### src/include/cdb_cfg.svh
`ifndef CDB_CFG_SVH
`define CDB_CFG_SVH

// widths shared by the CDB stage and its consumers

`define CDB_XLEN 32          // data word and PC width
`define CDB_PRF_LEN 6        // physical register index width
`define CDB_ROB_LEN 5        // reorder buffer index width

// fu_ready drops once a unit result queue holds this many entries
`define CDB_QUEUE_DEPTH 2

`endif

### src/hw/cdb_pkg.sv
`default_nettype none

`include "cdb_cfg.svh"

package cdb_pkg;

    // unit number doubles as its index into the per-unit port arrays
    typedef enum logic [1:0] {
        alu = 2'd0,
        mul = 2'd1,
        mem = 2'd2,
        br  = 2'd3
    } fu_id_t;

    // branch outcome packed into one data word
    // the target PC is word aligned so its two low bits are not carried
    typedef struct packed {
        logic [`CDB_XLEN-3:0] target_word;  // target PC without the two zero bits
        logic                 taken;        // resolved direction
        logic                 mis_pred;     // prediction was wrong and fetch must redirect
    } br_info_t;

    typedef union packed {
        logic [`CDB_XLEN-1:0] value;        // result word from alu, mul and mem
        br_info_t             br;           // branch unit view of the same bits
    } cdb_payload_u;

    typedef struct packed {
        logic [`CDB_PRF_LEN-1:0] prf_idx;
        logic [`CDB_ROB_LEN-1:0] rob_idx;
        cdb_payload_u            payload;
    } fu_result_t;

    typedef struct packed {
        fu_id_t                  fu_id;     // which unit produced the result
        logic [`CDB_PRF_LEN-1:0] prf_idx;
        logic [`CDB_ROB_LEN-1:0] rob_idx;
        cdb_payload_u            payload;
    } cdb_packet_t;

endpackage

`default_nettype wire

### src/hw/fu_result_queue.sv
`timescale 1ns/10ps
`default_nettype none

`include "cdb_cfg.svh"

module fu_result_queue (
    input  logic                clock,
    input  logic                rst_n,
    input  logic                in_valid,
    output logic                in_ready,
    input  cdb_pkg::fu_result_t in_result,
    output logic                head_valid,
    output cdb_pkg::fu_result_t head,
    input  logic                pop
);
    import cdb_pkg::*;

    localparam int DEPTH = `CDB_QUEUE_DEPTH;
    localparam int PTR_W = (DEPTH > 1) ? $clog2(DEPTH) : 1;
    localparam int CNT_W = $clog2(DEPTH + 1);

    fu_result_t       entries [DEPTH];     // result storage written only on push
    logic [PTR_W-1:0] wr_ptr;
    logic [PTR_W-1:0] rd_ptr;
    logic [CNT_W-1:0] count;
    logic             push;
    logic             drain;

    // wrap works for depths that are not a power of two
    function automatic logic [PTR_W-1:0] next_ptr(input logic [PTR_W-1:0] ptr);
        logic [PTR_W-1:0] nxt;
        if (ptr == PTR_W'(DEPTH - 1)) begin
            nxt = '0;
        end else begin
            nxt = ptr + 1'b1;
        end
        return nxt;
    endfunction

    assign in_ready   = (count != CNT_W'(DEPTH));    // high while not full so a unit never waits on the bus
    assign head_valid = (count != '0);
    assign head       = entries[rd_ptr];              // visible right after the push edge

    assign push  = in_valid && in_ready;
    assign drain = pop && head_valid;                 // a stray pop on an empty queue is ignored

    always_ff @(posedge clock) begin
        if (push) begin
            entries[wr_ptr] <= in_result;
        end
    end

    always_ff @(posedge clock or negedge rst_n) begin
        if (!rst_n) begin
            wr_ptr <= '0;
            rd_ptr <= '0;
            count  <= '0;
        end else begin
            if (push) begin
                wr_ptr <= next_ptr(wr_ptr);
            end
            if (drain) begin
                rd_ptr <= next_ptr(rd_ptr);
            end
            // push and pop together leave the count alone
            case ({push, drain})
                2'b10:   count <= count + 1'b1;
                2'b01:   count <= count - 1'b1;
                default: count <= count;
            endcase
        end
    end

endmodule

`default_nettype wire

### src/hw/cdb_arbiter.sv
`timescale 1ns/10ps
`default_nettype none

module cdb_arbiter (
    input  logic [3:0]                head_valid,
    input  cdb_pkg::fu_result_t [3:0] heads,
    input  logic                      take,
    output logic [3:0]                pop,
    output logic                      sel_valid,
    output cdb_pkg::cdb_packet_t      sel_packet
);
    import cdb_pkg::*;

    fu_id_t     win_id;    // highest priority unit with a queued result
    logic [3:0] grant;     // one-hot form of win_id, zero when nothing is queued
    fu_result_t winner;

    assign sel_valid = head_valid[alu] || head_valid[mul] || head_valid[mem] || head_valid[br];

    // fixed priority, alu over mul over mem over br
    always_comb begin
        if (head_valid[alu]) begin
            win_id = alu;
        end else if (head_valid[mul]) begin
            win_id = mul;
        end else if (head_valid[mem]) begin
            win_id = mem;
        end else begin
            win_id = br;    // also the pick when nothing is valid and then masked by sel_valid
        end
    end

    assign grant = sel_valid ? (4'b0001 << win_id) : 4'b0000;

    // the queue only advances when the broadcast register really loads
    assign pop = take ? grant : 4'b0000;

    assign winner = heads[win_id];

    always_comb begin
        sel_packet.fu_id   = win_id;             // tag with the producing unit
        sel_packet.prf_idx = winner.prf_idx;
        sel_packet.rob_idx = winner.rob_idx;
        sel_packet.payload = winner.payload;     // union passes through undecoded
    end

endmodule

`default_nettype wire

### src/hw/cdb_broadcast.sv
`timescale 1ns/10ps
`default_nettype none

`include "cdb_cfg.svh"

module cdb_broadcast (
    input  logic                 clock,
    input  logic                 rst_n,
    input  logic                 sel_valid,
    input  cdb_pkg::cdb_packet_t sel_packet,
    output logic                 take,
    output logic                 cdb_valid,
    input  logic                 cdb_ready,
    output cdb_pkg::cdb_packet_t cdb_packet,
    output logic                 redirect_valid,
    output logic [`CDB_XLEN-1:0] redirect_pc
);
    import cdb_pkg::*;

    br_info_t br_view;    // branch reading of the held payload
    logic     is_br;

    // room when the register is empty or its packet leaves this cycle
    assign take = !cdb_valid || cdb_ready;

    always_ff @(posedge clock or negedge rst_n) begin
        if (!rst_n) begin
            cdb_valid <= 1'b0;
        end else if (take) begin
            cdb_valid <= sel_valid;    // drops when accepted with nothing behind it
        end
    end

    // packet holds steady while stalled so the consumer sees stable data
    always_ff @(posedge clock) begin
        if (take && sel_valid) begin
            cdb_packet <= sel_packet;
        end
    end

    // only a br packet carries a branch view while other units hold a plain value
    assign is_br   = (cdb_packet.fu_id == br);
    assign br_view = cdb_packet.payload.br;

    assign redirect_valid = cdb_valid && is_br && br_view.mis_pred;
    assign redirect_pc    = {br_view.target_word, 2'b00};    // restore the aligned PC

endmodule

`default_nettype wire

### src/hw/cdb_top.sv
`timescale 1ns/10ps
`default_nettype none

`include "cdb_cfg.svh"

module cdb_top (
    input  logic                      clock,
    input  logic                      rst_n,
    input  logic [3:0]                fu_valid,
    output logic [3:0]                fu_ready,
    input  cdb_pkg::fu_result_t [3:0] fu_result,
    output logic                      cdb_valid,
    input  logic                      cdb_ready,
    output cdb_pkg::cdb_packet_t      cdb_packet,
    output logic                      redirect_valid,
    output logic [`CDB_XLEN-1:0]      redirect_pc
);
    import cdb_pkg::*;

    logic [3:0]          head_valid;
    fu_result_t [3:0]    heads;
    logic [3:0]          pop;
    logic                take;
    logic                sel_valid;
    cdb_packet_t         sel_packet;

    // one queue per unit whose index u matches the fu_id_t value of the unit
    for (genvar u = 0; u < 4; u++) begin : g_queue
        fu_result_queue queue_i (
            .clock      (clock),
            .rst_n      (rst_n),
            .in_valid   (fu_valid[u]),
            .in_ready   (fu_ready[u]),
            .in_result  (fu_result[u]),
            .head_valid (head_valid[u]),
            .head       (heads[u]),
            .pop        (pop[u])
        );
    end

    cdb_arbiter arbiter_i (
        .head_valid (head_valid),
        .heads      (heads),
        .take       (take),
        .pop        (pop),
        .sel_valid  (sel_valid),
        .sel_packet (sel_packet)
    );

    cdb_broadcast broadcast_i (
        .clock          (clock),
        .rst_n          (rst_n),
        .sel_valid      (sel_valid),
        .sel_packet     (sel_packet),
        .take           (take),
        .cdb_valid      (cdb_valid),
        .cdb_ready      (cdb_ready),
        .cdb_packet     (cdb_packet),
        .redirect_valid (redirect_valid),
        .redirect_pc    (redirect_pc)
    );

endmodule

`default_nettype wire

### config.mk
export PLATFORM = sky130hd
export DESIGN_NAME = cdb_top
export DESIGN_NICKNAME = d
export VERILOG_FILES = /design/src/hw/cdb_pkg.sv /design/src/hw/fu_result_queue.sv /design/src/hw/cdb_arbiter.sv /design/src/hw/cdb_broadcast.sv /design/src/hw/cdb_top.sv
export VERILOG_INCLUDE_DIRS = /design/src /design/src/include
export SDC_FILE = /design/constraint.sdc
export NUM_CORES = 1
export LEC_CHECK = 0
export BUFFER_PORTS_ARGS = -buffer_cell sky130_fd_sc_hd__buf_2
export CORE_ASPECT_RATIO = 1.1
export CORE_MARGIN = 3
export CORE_UTILIZATION = 30
export CTS_CLUSTER_SIZE = 30
export DETAILED_ROUTE_END_ITERATION = 10
export PLACE_DENSITY = 0.55
export SLEW_MARGIN = 30
export SYNTH_ARGS = -nofsm -noshare
export SYNTH_HDL_FRONTEND = slang
export SYNTH_SLANG_ARGS = --single-unit
### constraint.sdc
create_clock -name clock -period 3.5 [get_ports clock]
set_input_delay 0.175 -clock clock [delete_from_list [all_inputs] [get_ports clock]]
set_output_delay 0.175 -clock clock [all_outputs]
set_load 0.01 [all_outputs]
# ---- Word level (Yosys, flattened, before mapping)
# Memories as Yosys holds them, arrays and structs flattened.
# Cells that the tools add are included.
dict set report word_totals {
  ramBits 344
  ff_bits 62
  word_cells 103
  memories 4
  out_inout_bits 83
  in_bits 179
}
# name depth width read_ports rd_ports_with_merged_regs write_ports line
set mem_list {}
lappend mem_list {{g_queue[0].queue_i.entries} 2 43 1 0 1 fu_result_queue.sv:22} ;# fu_result_t entries [DEPTH];
lappend mem_list {{g_queue[1].queue_i.entries} 2 43 1 0 1 fu_result_queue.sv:22}
lappend mem_list {{g_queue[2].queue_i.entries} 2 43 1 0 1 fu_result_queue.sv:22}
lappend mem_list {{g_queue[3].queue_i.entries} 2 43 1 0 1 fu_result_queue.sv:22}
dict set report op_classes {
  n_shift 1
  reduce_logical 24
  magnitude_cmp 1
  add_sub_neg 16
  n_eq_ne 13
  muxes 27
}
# operator n
set op_table {}
lappend op_table {{$bmux 43 s2} 1}
lappend op_table {{$mux 43} 1}
lappend op_table {{$mux 1} 17}
lappend op_table {{$pmux 2 s2} 4}
lappend op_table {{$reduce_bool 2->1} 8}
lappend op_table {{$logic_and 1x1->1} 11}
lappend op_table {{$eq 2x2->1 const B} 5}
lappend op_table {{$add 1x1->1 const B} 8}
lappend op_table {{$add 2x1->2 const B} 4}
lappend op_table {{$eq 2x1->1 const B} 4}
lappend op_table {{$mux 4} 2}
lappend op_table {{$ne 2x2->1 const B} 4}
lappend op_table {{$sub 2x1->2 const B} 4}
lappend op_table {{$logic_or 1x1->1} 4}
lappend op_table {{$mux 2} 2}
lappend op_table {{$shl 1x2->4 const A} 1}
lappend op_table {{$lt 2x3->1 const B} 1}
lappend op_table {{$logic_not 1->1} 1}

# ---- Depth between registers and ports, before layout
# Gate-level depths: netlist (run 1).
dict set report logic_depth {
  word_depth 10
  mapped_depth 9
  mapped_depth_nobuf 6
}

# ---- Hierarchy
# A second synthesis (run 1) with hierarchy kept.
dict set report unflattened {
  cells_unflattened 892
  hier_area_um2 16487.1
}
# mod cells_per_inst seq_area_each_um2 area_each_um2 n_inst
set by_module_without_submodules {}
lappend by_module_without_submodules {{fu_result_queue at g_queue[0].queue_i ...} 151 2682.6 3329.4 3}
lappend by_module_without_submodules {{fu_result_queue at g_queue[1].queue_i} 151 2682.6 3318.2 1}
lappend by_module_without_submodules {cdb_broadcast 83 1376.3 1659.1 1}
lappend by_module_without_submodules {cdb_arbiter 205 0.0 1521.5 1}

# ---- Worst setup path before layout (run 1)
# OpenSTA, ideal clock, no wires.
dict set report synth_path {
  path_type {reg-to-reg}
  start {reg g_queue[0].queue_i.count[0]}
  end {reg broadcast_i.br_view[0] (netlist name)}
  synth_period_minus_slack_ns 3.538
  stages_incl_launch_ff 8
  required_time_ns 3.052
  t_arrival_ns 3.091
  slack_ns -0.038
  path_buffers 3
  setup_ns 0.448
  cell_sequence {dfrtp_1 > clkbuf_1 > or4_1 > clkbuf_1 > buf_6 > inv_2 > and3_1 > nor2_1}
}
dict set report synth_between {
  elab_chain_cells 5
}
# item line
set synth_rtl {}
lappend synth_rtl {{from (decl)} fu_result_queue.sv:25} ;# logic [CNT_W-1:0] count;
lappend synth_rtl {{from (signal assigned)} fu_result_queue.sv:67} ;# 2'b10: count <= count + 1'b1;
lappend synth_rtl {{from (signal assigned)} fu_result_queue.sv:68} ;# 2'b01: count <= count - 1'b1;
lappend synth_rtl {{from (signal assigned)} fu_result_queue.sv:69} ;# default: count <= count;
lappend synth_rtl {{$reduce_bool 2->1} fu_result_queue.sv:41} ;# assign head_valid = (count != '0);
lappend synth_rtl {{$logic_or 1x1->1 (3 in a row)} cdb_arbiter.sv:18} ;# assign sel_valid = head_valid[alu] || head_valid[mul] || head_valid[mem] || head_valid[br];
lappend synth_rtl {{$logic_and 1x1->1} cdb_broadcast.sv:36} ;# if (take && sel_valid) begin
# No other way between the ends.
# A chain may end at the register's enable or synchronous reset.

==> reports/metrics.yaml, run 1 <==
detailed_routing:
  viasPerCell: 4.431
  drt-initial-drc-count: 405
  ant_nets: 0
  drtPass1Iterations: 4
  routedWlPerCell_um: 20.87
  vias: 8761
  drt_wl_total_um: 41260
  drcViolationCount: 0
sta:
  post-route-period-util_pct: 75.69
  hold_viol_final: 0
  tightest_slew_ps: 912.3
  report.final.slew_viol_count: 0
  skew_ps: 13.25
  post-route-min-period_ps: 2649
  tns_ps: 0
  rsz0062_at_grt: "false"
  worst_slack_ps: 850.7
  slew-limit-headroom_pct: 39.18
  fmax_mhz: 377.5
  setup_viol: 0
  whs_ps: 119.3
clock_tree:
  cts_buffer_depth: 3
  post_cts_buffers: 0
  clk_pin_slew_ps: 60
  tritoncts: "yes"
  clk_latency_ps: 550
  cts-htree-levels: 2
  cts_root_buffer: "clkbuf_16"
  numCtsBuffers: 44
  clock-sinks: 406
layout:
  finalNonFillerCells: 1977
  finish.utilization_pct: 40.36
  area_growth_pct: 32.39
  fin_nets: 1454
  fill_cells: 4800
  drive_gt1_share_pct: 30.82
  layout_common_cells: "edfxtp_1 (389), buf_2 (259), mux2i_1 (254)"
  final_cell_area_um2: 21240
  layout_commonest_cell: "edfxtp_1"
placed_design:
  dpl-instance-area_um2: 18040
  gp_congestion: 0.6928
  hpwl_um: 25580
  post-place-ws_ps: 865.5
  io_buffers: 259
  dpl.cell_count: 1723
yosys:
  synthCells: 841
  synth_cell_type_count: 27
  synth_edf_count: 389
  yosysWarnings: 0
  ys_ff_latch: 406
  ys.flop_type: "edfxtp_1"
  synth_area_um2: 16050
  avgSynthCellArea_um2: 19.08
  yosysSeqAreaShare_pct: 75.45
  ys_async_sr_fraction_pct: 4.187
global_route:
  grt_use_total_pct: 14.64
  grt_pass1_wl_um: 60680
  grt_overflow: 0
  grt_pass1_vias: 9598
  grt_max_degree: 59
  antenna_found_initial: 1
critical_path:
  arrival_ps: 2950
  required_ps: 3800
  worst-setup-path-type: "flop to flop"
  crit_fanout: 58
  cp-end-kind: "flop"
  cp-start-kind: "flop"
floorplan:
  die_x_um: 226.5
  start_util_pct: 30.49
  die_h_um: 248.6
  io_pins: 262
  coreArea_um2: 52630
  rows: 88
  die_area_um2: 56300
power_and_ir_drop:
  p_total_mw: 16.97
  p_leak_nw: 8.746
  p_per_area_nw_per_um2: 799.1
  vdd_ir_drop_max_mv: 0.5184
outcome:
  outcome: "complete, no violations"
hold_path:
  hold_class: "primary input to asynchronous set/reset pin"
run:
  cap_violations: 0
==> repair_timing <==
item	in CTS	in global routing
resized for setup	0	0
hold buffers	177	0
endpoints found under the hold margin	365	0
==> registers in the layout (all words and copies together) (netlist names) <==
register and count:
g_queue.queue_i.entries 344, broadcast_i.br_view 32, broadcast_i.cdb_packet 13, g_queue.queue_i.count 8, g_queue.queue_i.rd_ptr 4, g_queue.queue_i.wr_ptr 4, broadcast_i.cdb_valid 1
==> worst max-delay path: stages, from the launching register on <==
cell and delay, ps:
dfrtp_1 420, or4_4 840, buf_6 370, mux2i_1 240, mux2_2 290
==> worst paths after layout <==
check	from	endpoint	slack (ps)	depth (start not counted)
max	g_queue[1].queue_i.count[1]	broadcast_i.br_view[19]	850	4
min	rst_n	broadcast_i.cdb_valid	120	2
max reg2reg	g_queue[1].queue_i.count[1]	broadcast_i.br_view[19]	850	4
min reg2reg	g_queue[3].queue_i.count[1]	g_queue[3].queue_i.count[1]	510	1
max in group asynchronous	rst_n	g_queue[1].queue_i.rd_ptr	3030	2
min in group clock	cdb_ready	broadcast_i.cdb_valid	140	3
==> routing by layer <==
metal / wire length (um) / share of wire (%) / global-route usage [%] / up-vias
met2: 20730 / 50 / 25.44 / 198
met3: 1673 / 4.1 / 2.822 / 52
li1: - / - / - / 4091
met5: 0 / 0 / 0 / -
met4: 719 / 1.7 / 3.646 / 0
met1: 18130 / 44 / 18.76 / 4420
==> cells by family after synthesis <==
group                      after synthesis  share of synthesized area [%]
DFF                                    406                          75.45
muxes                                  298                          18.93
buffers and inverters                   72                          2.745
and+or+nand+nor                         37                          1.302
xor gates and xnor gates                20                          1.092
adders and majority gates                4                         0.3119
AOI/OAI and AO/OA                        3                         0.1404
other                                    1                        0.02337
==> cell usage after synthesis, types with 4 or more instances <==
library cell,number,area [um2]
edfxtp_1,389,11680
nand2b_1,5,31.28
dfrtp_1,17,425.4
xnor2_1,12,105.1
mux2_2,44,495.5
buf_4,39,292.8
nor2_1,14,52.55
nand2_1,4,15.01
xor2_1,8,70.07
mux2i_1,254,2542
clkbuf_1,14,52.55
and3_1,5,31.28
buf_2,13,65.06
ha_1,4,50.05
buf_1,4,15.01
==> layout make-up <==
type,count,area [um2],share of cell area [%]
Sequential cell,406,12120,57.06
Multi-Input combinational cell,364,3571,16.81
Timing Repair Buffer,454,3269,15.39
Clock buffer,52,1162,5.472
Tap cell,675,844.6,3.976
Clock inverter,24,267.8,1.260
Inverter,1,3.754,0.01767
Antenna cell,1,2.502,0.01178
==> report_power, final <==
group	internal [mW]	switching (mW)
sequential	6.90	0.770
clock	2.80	1.83
combinational	2.11	2.56
total	11.8	5.16
No activity file was read; power rests on OpenSTA's default activity.
==> run 2, diff against run 1 <==
- PLACE_DENSITY: 0.55 -> 0.54
- clock period: 3.5 -> 2.5 ns (I/O delays scaled with it)
==> reports/metrics.yaml, run 2 (synthesis gave the netlist of run 1 again) <==
detailed_routing:
  ant_nets: 0
  vias: 8823
  drt_wl_total_um: 42330
  routedWlPerCell_um: 21.25
  viasPerCell: 4.429
  drcViolationCount: 0
  drtPass1Iterations: 4
  drt-initial-drc-count: 430
critical_path:
  cp-end-kind: "flop"
  arrival_ps: 2710
  required_ps: 2980
  cp-start-kind: "flop"
  crit_fanout: 41
  worst-setup-path-type: "flop to flop"
global_route:
  grt_use_total_pct: 15.11
  grt_pass1_vias: 9659
  antenna_found_initial: 1
  grt_pass1_wl_um: 62310
  grt_max_degree: 45
  grt_overflow: 0
sta:
  rsz0062_at_grt: "false"
  tightest_slew_ps: 927.1
  tns_ps: 0
  hold_viol_final: 0
  slew-limit-headroom_pct: 38.07
  post-route-period-util_pct: 89.19
  skew_ps: 20.62
  post-route-min-period_ps: 2230
  report.final.slew_viol_count: 0
  fmax_mhz: 448.5
  setup_viol: 0
layout:
  fin_nets: 1466
  drive_gt1_share_pct: 31.46
  layout_commonest_cell: "edfxtp_1"
  finalNonFillerCells: 1992
  layout_common_cells: "edfxtp_1 (389), buf_2 (259), mux2i_1 (254)"
  largest_register_ffs: 344
  top_register: "g_queue.queue_i.entries"
  area_growth_pct: 33.97
floorplan:
  rows: 88
  start_util_pct: 30.49
  die_area_um2: 56300
  coreArea_um2: 52630
  die_x_um: 226.5
  io_pins: 262
  die_h_um: 248.6
outcome:
  outcome: "complete, no violations"
hold_path:
  hold_class: "primary input to asynchronous set/reset pin"
power_and_ir_drop:
  vdd_ir_drop_max_mv: 0.5587
  p_per_area_nw_per_um2: 1134
  p_leak_nw: 8.854
clock_tree:
  clk_latency_ps: 550
  post_cts_buffers: 0
  tritoncts: "yes"
  numCtsBuffers: 44
  cts_root_buffer: "clkbuf_16"
  clk_pin_slew_ps: 60
  cts-htree-levels: 2
  clock-sinks: 406
  cts_buffer_depth: 3
placed_design:
  dpl.cell_count: 1735
  io_buffers: 259
  hpwl_um: 26810
  gp_congestion: 0.7075
run:
  cap_violations: 0
run 2: cell types whose count changed in the layout (fill, tap and decap cells not counted), moves of 2 or more:
cell        delta
buf_12         +8
buf_4          +5
clkbuf_1       +3
clkinv_2       -3
bufinv_16      +2
clkinvlp_4     +2
run 2: worst paths after layout:
path	slack (ps)	cells past startpoint	start	end
setup / recovery	270	6	g_queue[1].queue_i.count[1]	g_queue[2].queue_i.count[1]
hold / removal	60	2	rst_n	g_queue[2].queue_i.count[1]
setup reg to reg	270	6	g_queue[1].queue_i.count[1]	g_queue[2].queue_i.count[1]
hold reg to reg	520	1	g_queue[3].queue_i.count[1]	g_queue[3].queue_i.count[1]
max in group asynchronous	2090	2	rst_n	g_queue[1].queue_i.rd_ptr
min in group clock	160	3	cdb_ready	broadcast_i.cdb_valid
run 2: metrics by stage:
| stage | cell area [um2] | utilization, % | setup slack, ps | power (mW) | hold WS, ps |
|---|---|---|---|---|---|
| final | 21500 | 40.84 | 270.3 | 24.37 | 58.44 |
| after detailed placement | 18230 | 34.64 | 260.9 | 17.75 | 90.44 |
| after global routing | 21500 | 40.84 | 143.7 | 25.61 | 86.56 |
| after global placement | 18230 | 34.64 | 296.0 | 17.59 | 89.01 |
| after CTS | 21490 | 40.84 | 248.1 | 24.82 | 24.19 |
| after floorplan | 16070 | - | 161.7 | 14.92 | -170.6 |
run 2: metal layers:
layer / vias up / wire, um / track usage, %
li1: 4114 / - / -
met1: 4483 / 18180 / 19.24
met2: 182 / 21790 / 26.68
met3: 44 / 1664 / 2.586
met4: 0 / 690 / 3.664
met5: - / 0 / 0
run 2: power breakdown:
group	total, mW	switching (mW)	internal [mW]
logic	6.86	3.69	3.17
registers	10.8	1.11	9.65
clock network	6.75	2.62	4.12
total	24.4	7.42	16.9
run 2: timing repair:
action	4_1_cts	5_1_grt
gates resized for setup	0	0
endpoints found under the hold margin	365	0
hold buffers	177	0
run 2: critical path, cell delays in order (launching register included):
cell and delay [ps]:
dfrtp_1 410, or4_4 610, buf_12 240, nor3_2 280, ha_1 300, nor2_1 150
xor2_1 160
run 2: final cells by class:
cell class,instances,area [um2]
Multi-Input combinational cell,364,3575
Fill cell,4761,31130
Sequential cell,406,12120
Inverter,1,3.754
Clock inverter,25,332.8
Antenna cell,1,2.502
Clock buffer,54,1160
Tap cell,675,844.6
Timing Repair Buffer,466,3456
==> run 3, diff against run 2 <==
- CELL_PAD_IN_SITES_DETAIL_PLACEMENT: unset -> 0
- CELL_PAD_IN_SITES_GLOBAL_PLACEMENT: unset -> 1
- PLACE_DENSITY: 0.54 -> 0.6
==> reports/metrics.yaml, run 3 (synthesis gave the netlist of run 1 again) <==
outcome:
  outcome: "complete, no violations"
clock_tree:
  tritoncts: "yes"
  clk_latency_ps: 570
  cts_buffer_depth: 3
  ctsResizeCount: 0
  clk_pin_slew_ps: 60
  cts_root_buffer: "clkbuf_16"
  cts-htree-levels: 2
  numCtsBuffers: 44
  clock-sinks: 406
global_route:
  grt_pass1_wl_um: 61440
  grt_max_degree: 51
  grt_overflow: 0
  grt_use_total_pct: 14.84
  antenna_found_initial: 2
  grt_pass1_vias: 9830
placed_design:
  post-place-ws_ps: 325.1
  hpwl_um: 25640
  gp_congestion: 0.6859
  io_buffers: 259
detailed_routing:
  routedWlPerCell_um: 20.85
  drt_wl_total_um: 41600
  ant_nets: 0
  vias: 8820
  drt-initial-drc-count: 443
  drcViolationCount: 0
  viasPerCell: 4.421
  drtPass1Iterations: 4
sta:
  worst_slack_ps: 310.2
  setup_viol: 0
  post-route-min-period_ps: 2190
  tns_ps: 0
  tightest_slew_ps: 625.6
  slew-limit-headroom_pct: 58.29
  report.final.slew_viol_count: 0
  fmax_mhz: 456.7
  skew_ps: 21.80
  post-route-period-util_pct: 87.59
  hold_viol_final: 0
  rsz0062_at_grt: "false"
floorplan:
  start_util_pct: 30.49
  rows: 88
  io_pins: 262
  die_x_um: 226.5
  die_h_um: 248.6
  coreArea_um2: 52630
  die_area_um2: 56300
hold_path:
  hold_class: "primary input to asynchronous set/reset pin"
critical_path:
  required_ps: 2810
  arrival_ps: 2500
  crit_fanout: 32
  cp-end-kind: "flop"
  worst-setup-path-type: "flop to flop"
  cp-start-kind: "flop"
layout:
  largest_register_ffs: 344
  area_growth_pct: 33.30
  top_register: "g_queue.queue_i.entries"
  layout_commonest_cell: "edfxtp_1"
  layout_common_cells: "edfxtp_1 (389), buf_2 (259), mux2i_1 (254)"
  fill_cells: 4774
  drive_gt1_share_pct: 31.56
  fin_nets: 1465
power_and_ir_drop:
  p_per_area_nw_per_um2: 1117
  p_total_mw: 23.89
  vdd_ir_drop_max_mv: 0.6960
  p_leak_nw: 8.807
run:
  cap_violations: 0
-- run 3: repair_timing --
item | 4_1_cts | 5_1_grt
endpoints found under the hold margin | 365 | 0
setup buffers | 0 | 0
hold buffers | 177 | 0
-- run 3: worst paths after layout --
| path | start | to | slack [ps] | cells after the start |
|---|---|---|---|---|
| max reg2reg | g_queue[1].queue_i.count[1] | broadcast_i.cdb_packet[35] | 310 | 4 |
| max | g_queue[1].queue_i.count[1] | broadcast_i.cdb_packet[35] | 310 | 4 |
| min | rst_n | g_queue[3].queue_i.rd_ptr | 50 | 2 |
| min in group clock | cdb_ready | broadcast_i.cdb_valid | 50 | 4 |
| min reg2reg | g_queue[2].queue_i.count[1] | g_queue[2].queue_i.count[1] | 510 | 1 |
| max in group asynchronous | rst_n | g_queue[1].queue_i.rd_ptr | 2090 | 2 |
-- run 3: layout make-up --
type	count	area (um2)	area share, %
antenna	2	5.005	0.02340
tap	675	844.6	3.949
sequential	406	12120	56.67
multi-input combinational	364	3571	16.69
clock inverter	24	235.2	1.100
clock buffer	58	1185	5.540
inverter	1	3.754	0.01755
timing repair buffer	465	3423	16.00
-- run 3: metal layers --
layer,share of wire (%),track usage [%]
met5,0,0
met4,2.0,4.530
met2,49,25.21
met3,3.5,1.995
met1,45,19.75
-- run 3: worst max-delay path: stages (launching register included) --
cell and delay [ps]:
dfrtp_1 420, or4_4 650, buf_4 340, mux2i_1 190, mux2_2 290
-- run 3: through the flow --
stage / instance area, um2 / hold slack, ps / utilization [%] / std cells
3_3_place_gp: 18190 / 98.62 / 34.57 / 1734
2_1_floorplan: 16070 / -170.6 / - / 842
4_1_cts: 21380 / 8.609 / 40.63 / 1993
5_1_grt: 21390 / 37.80 / 40.64 / 1995
6_report: 21390 / 48.14 / 40.64 / 1995
3_5_place_dp: 18190 / 90.25 / 34.57 / 1734
-- run 3: power breakdown --
group          leakage (nW)  internal, mW  switching, mW
combinational          4.30          3.11           3.91
sequential             3.83          9.66          0.827
clock                 0.684          3.76           2.62
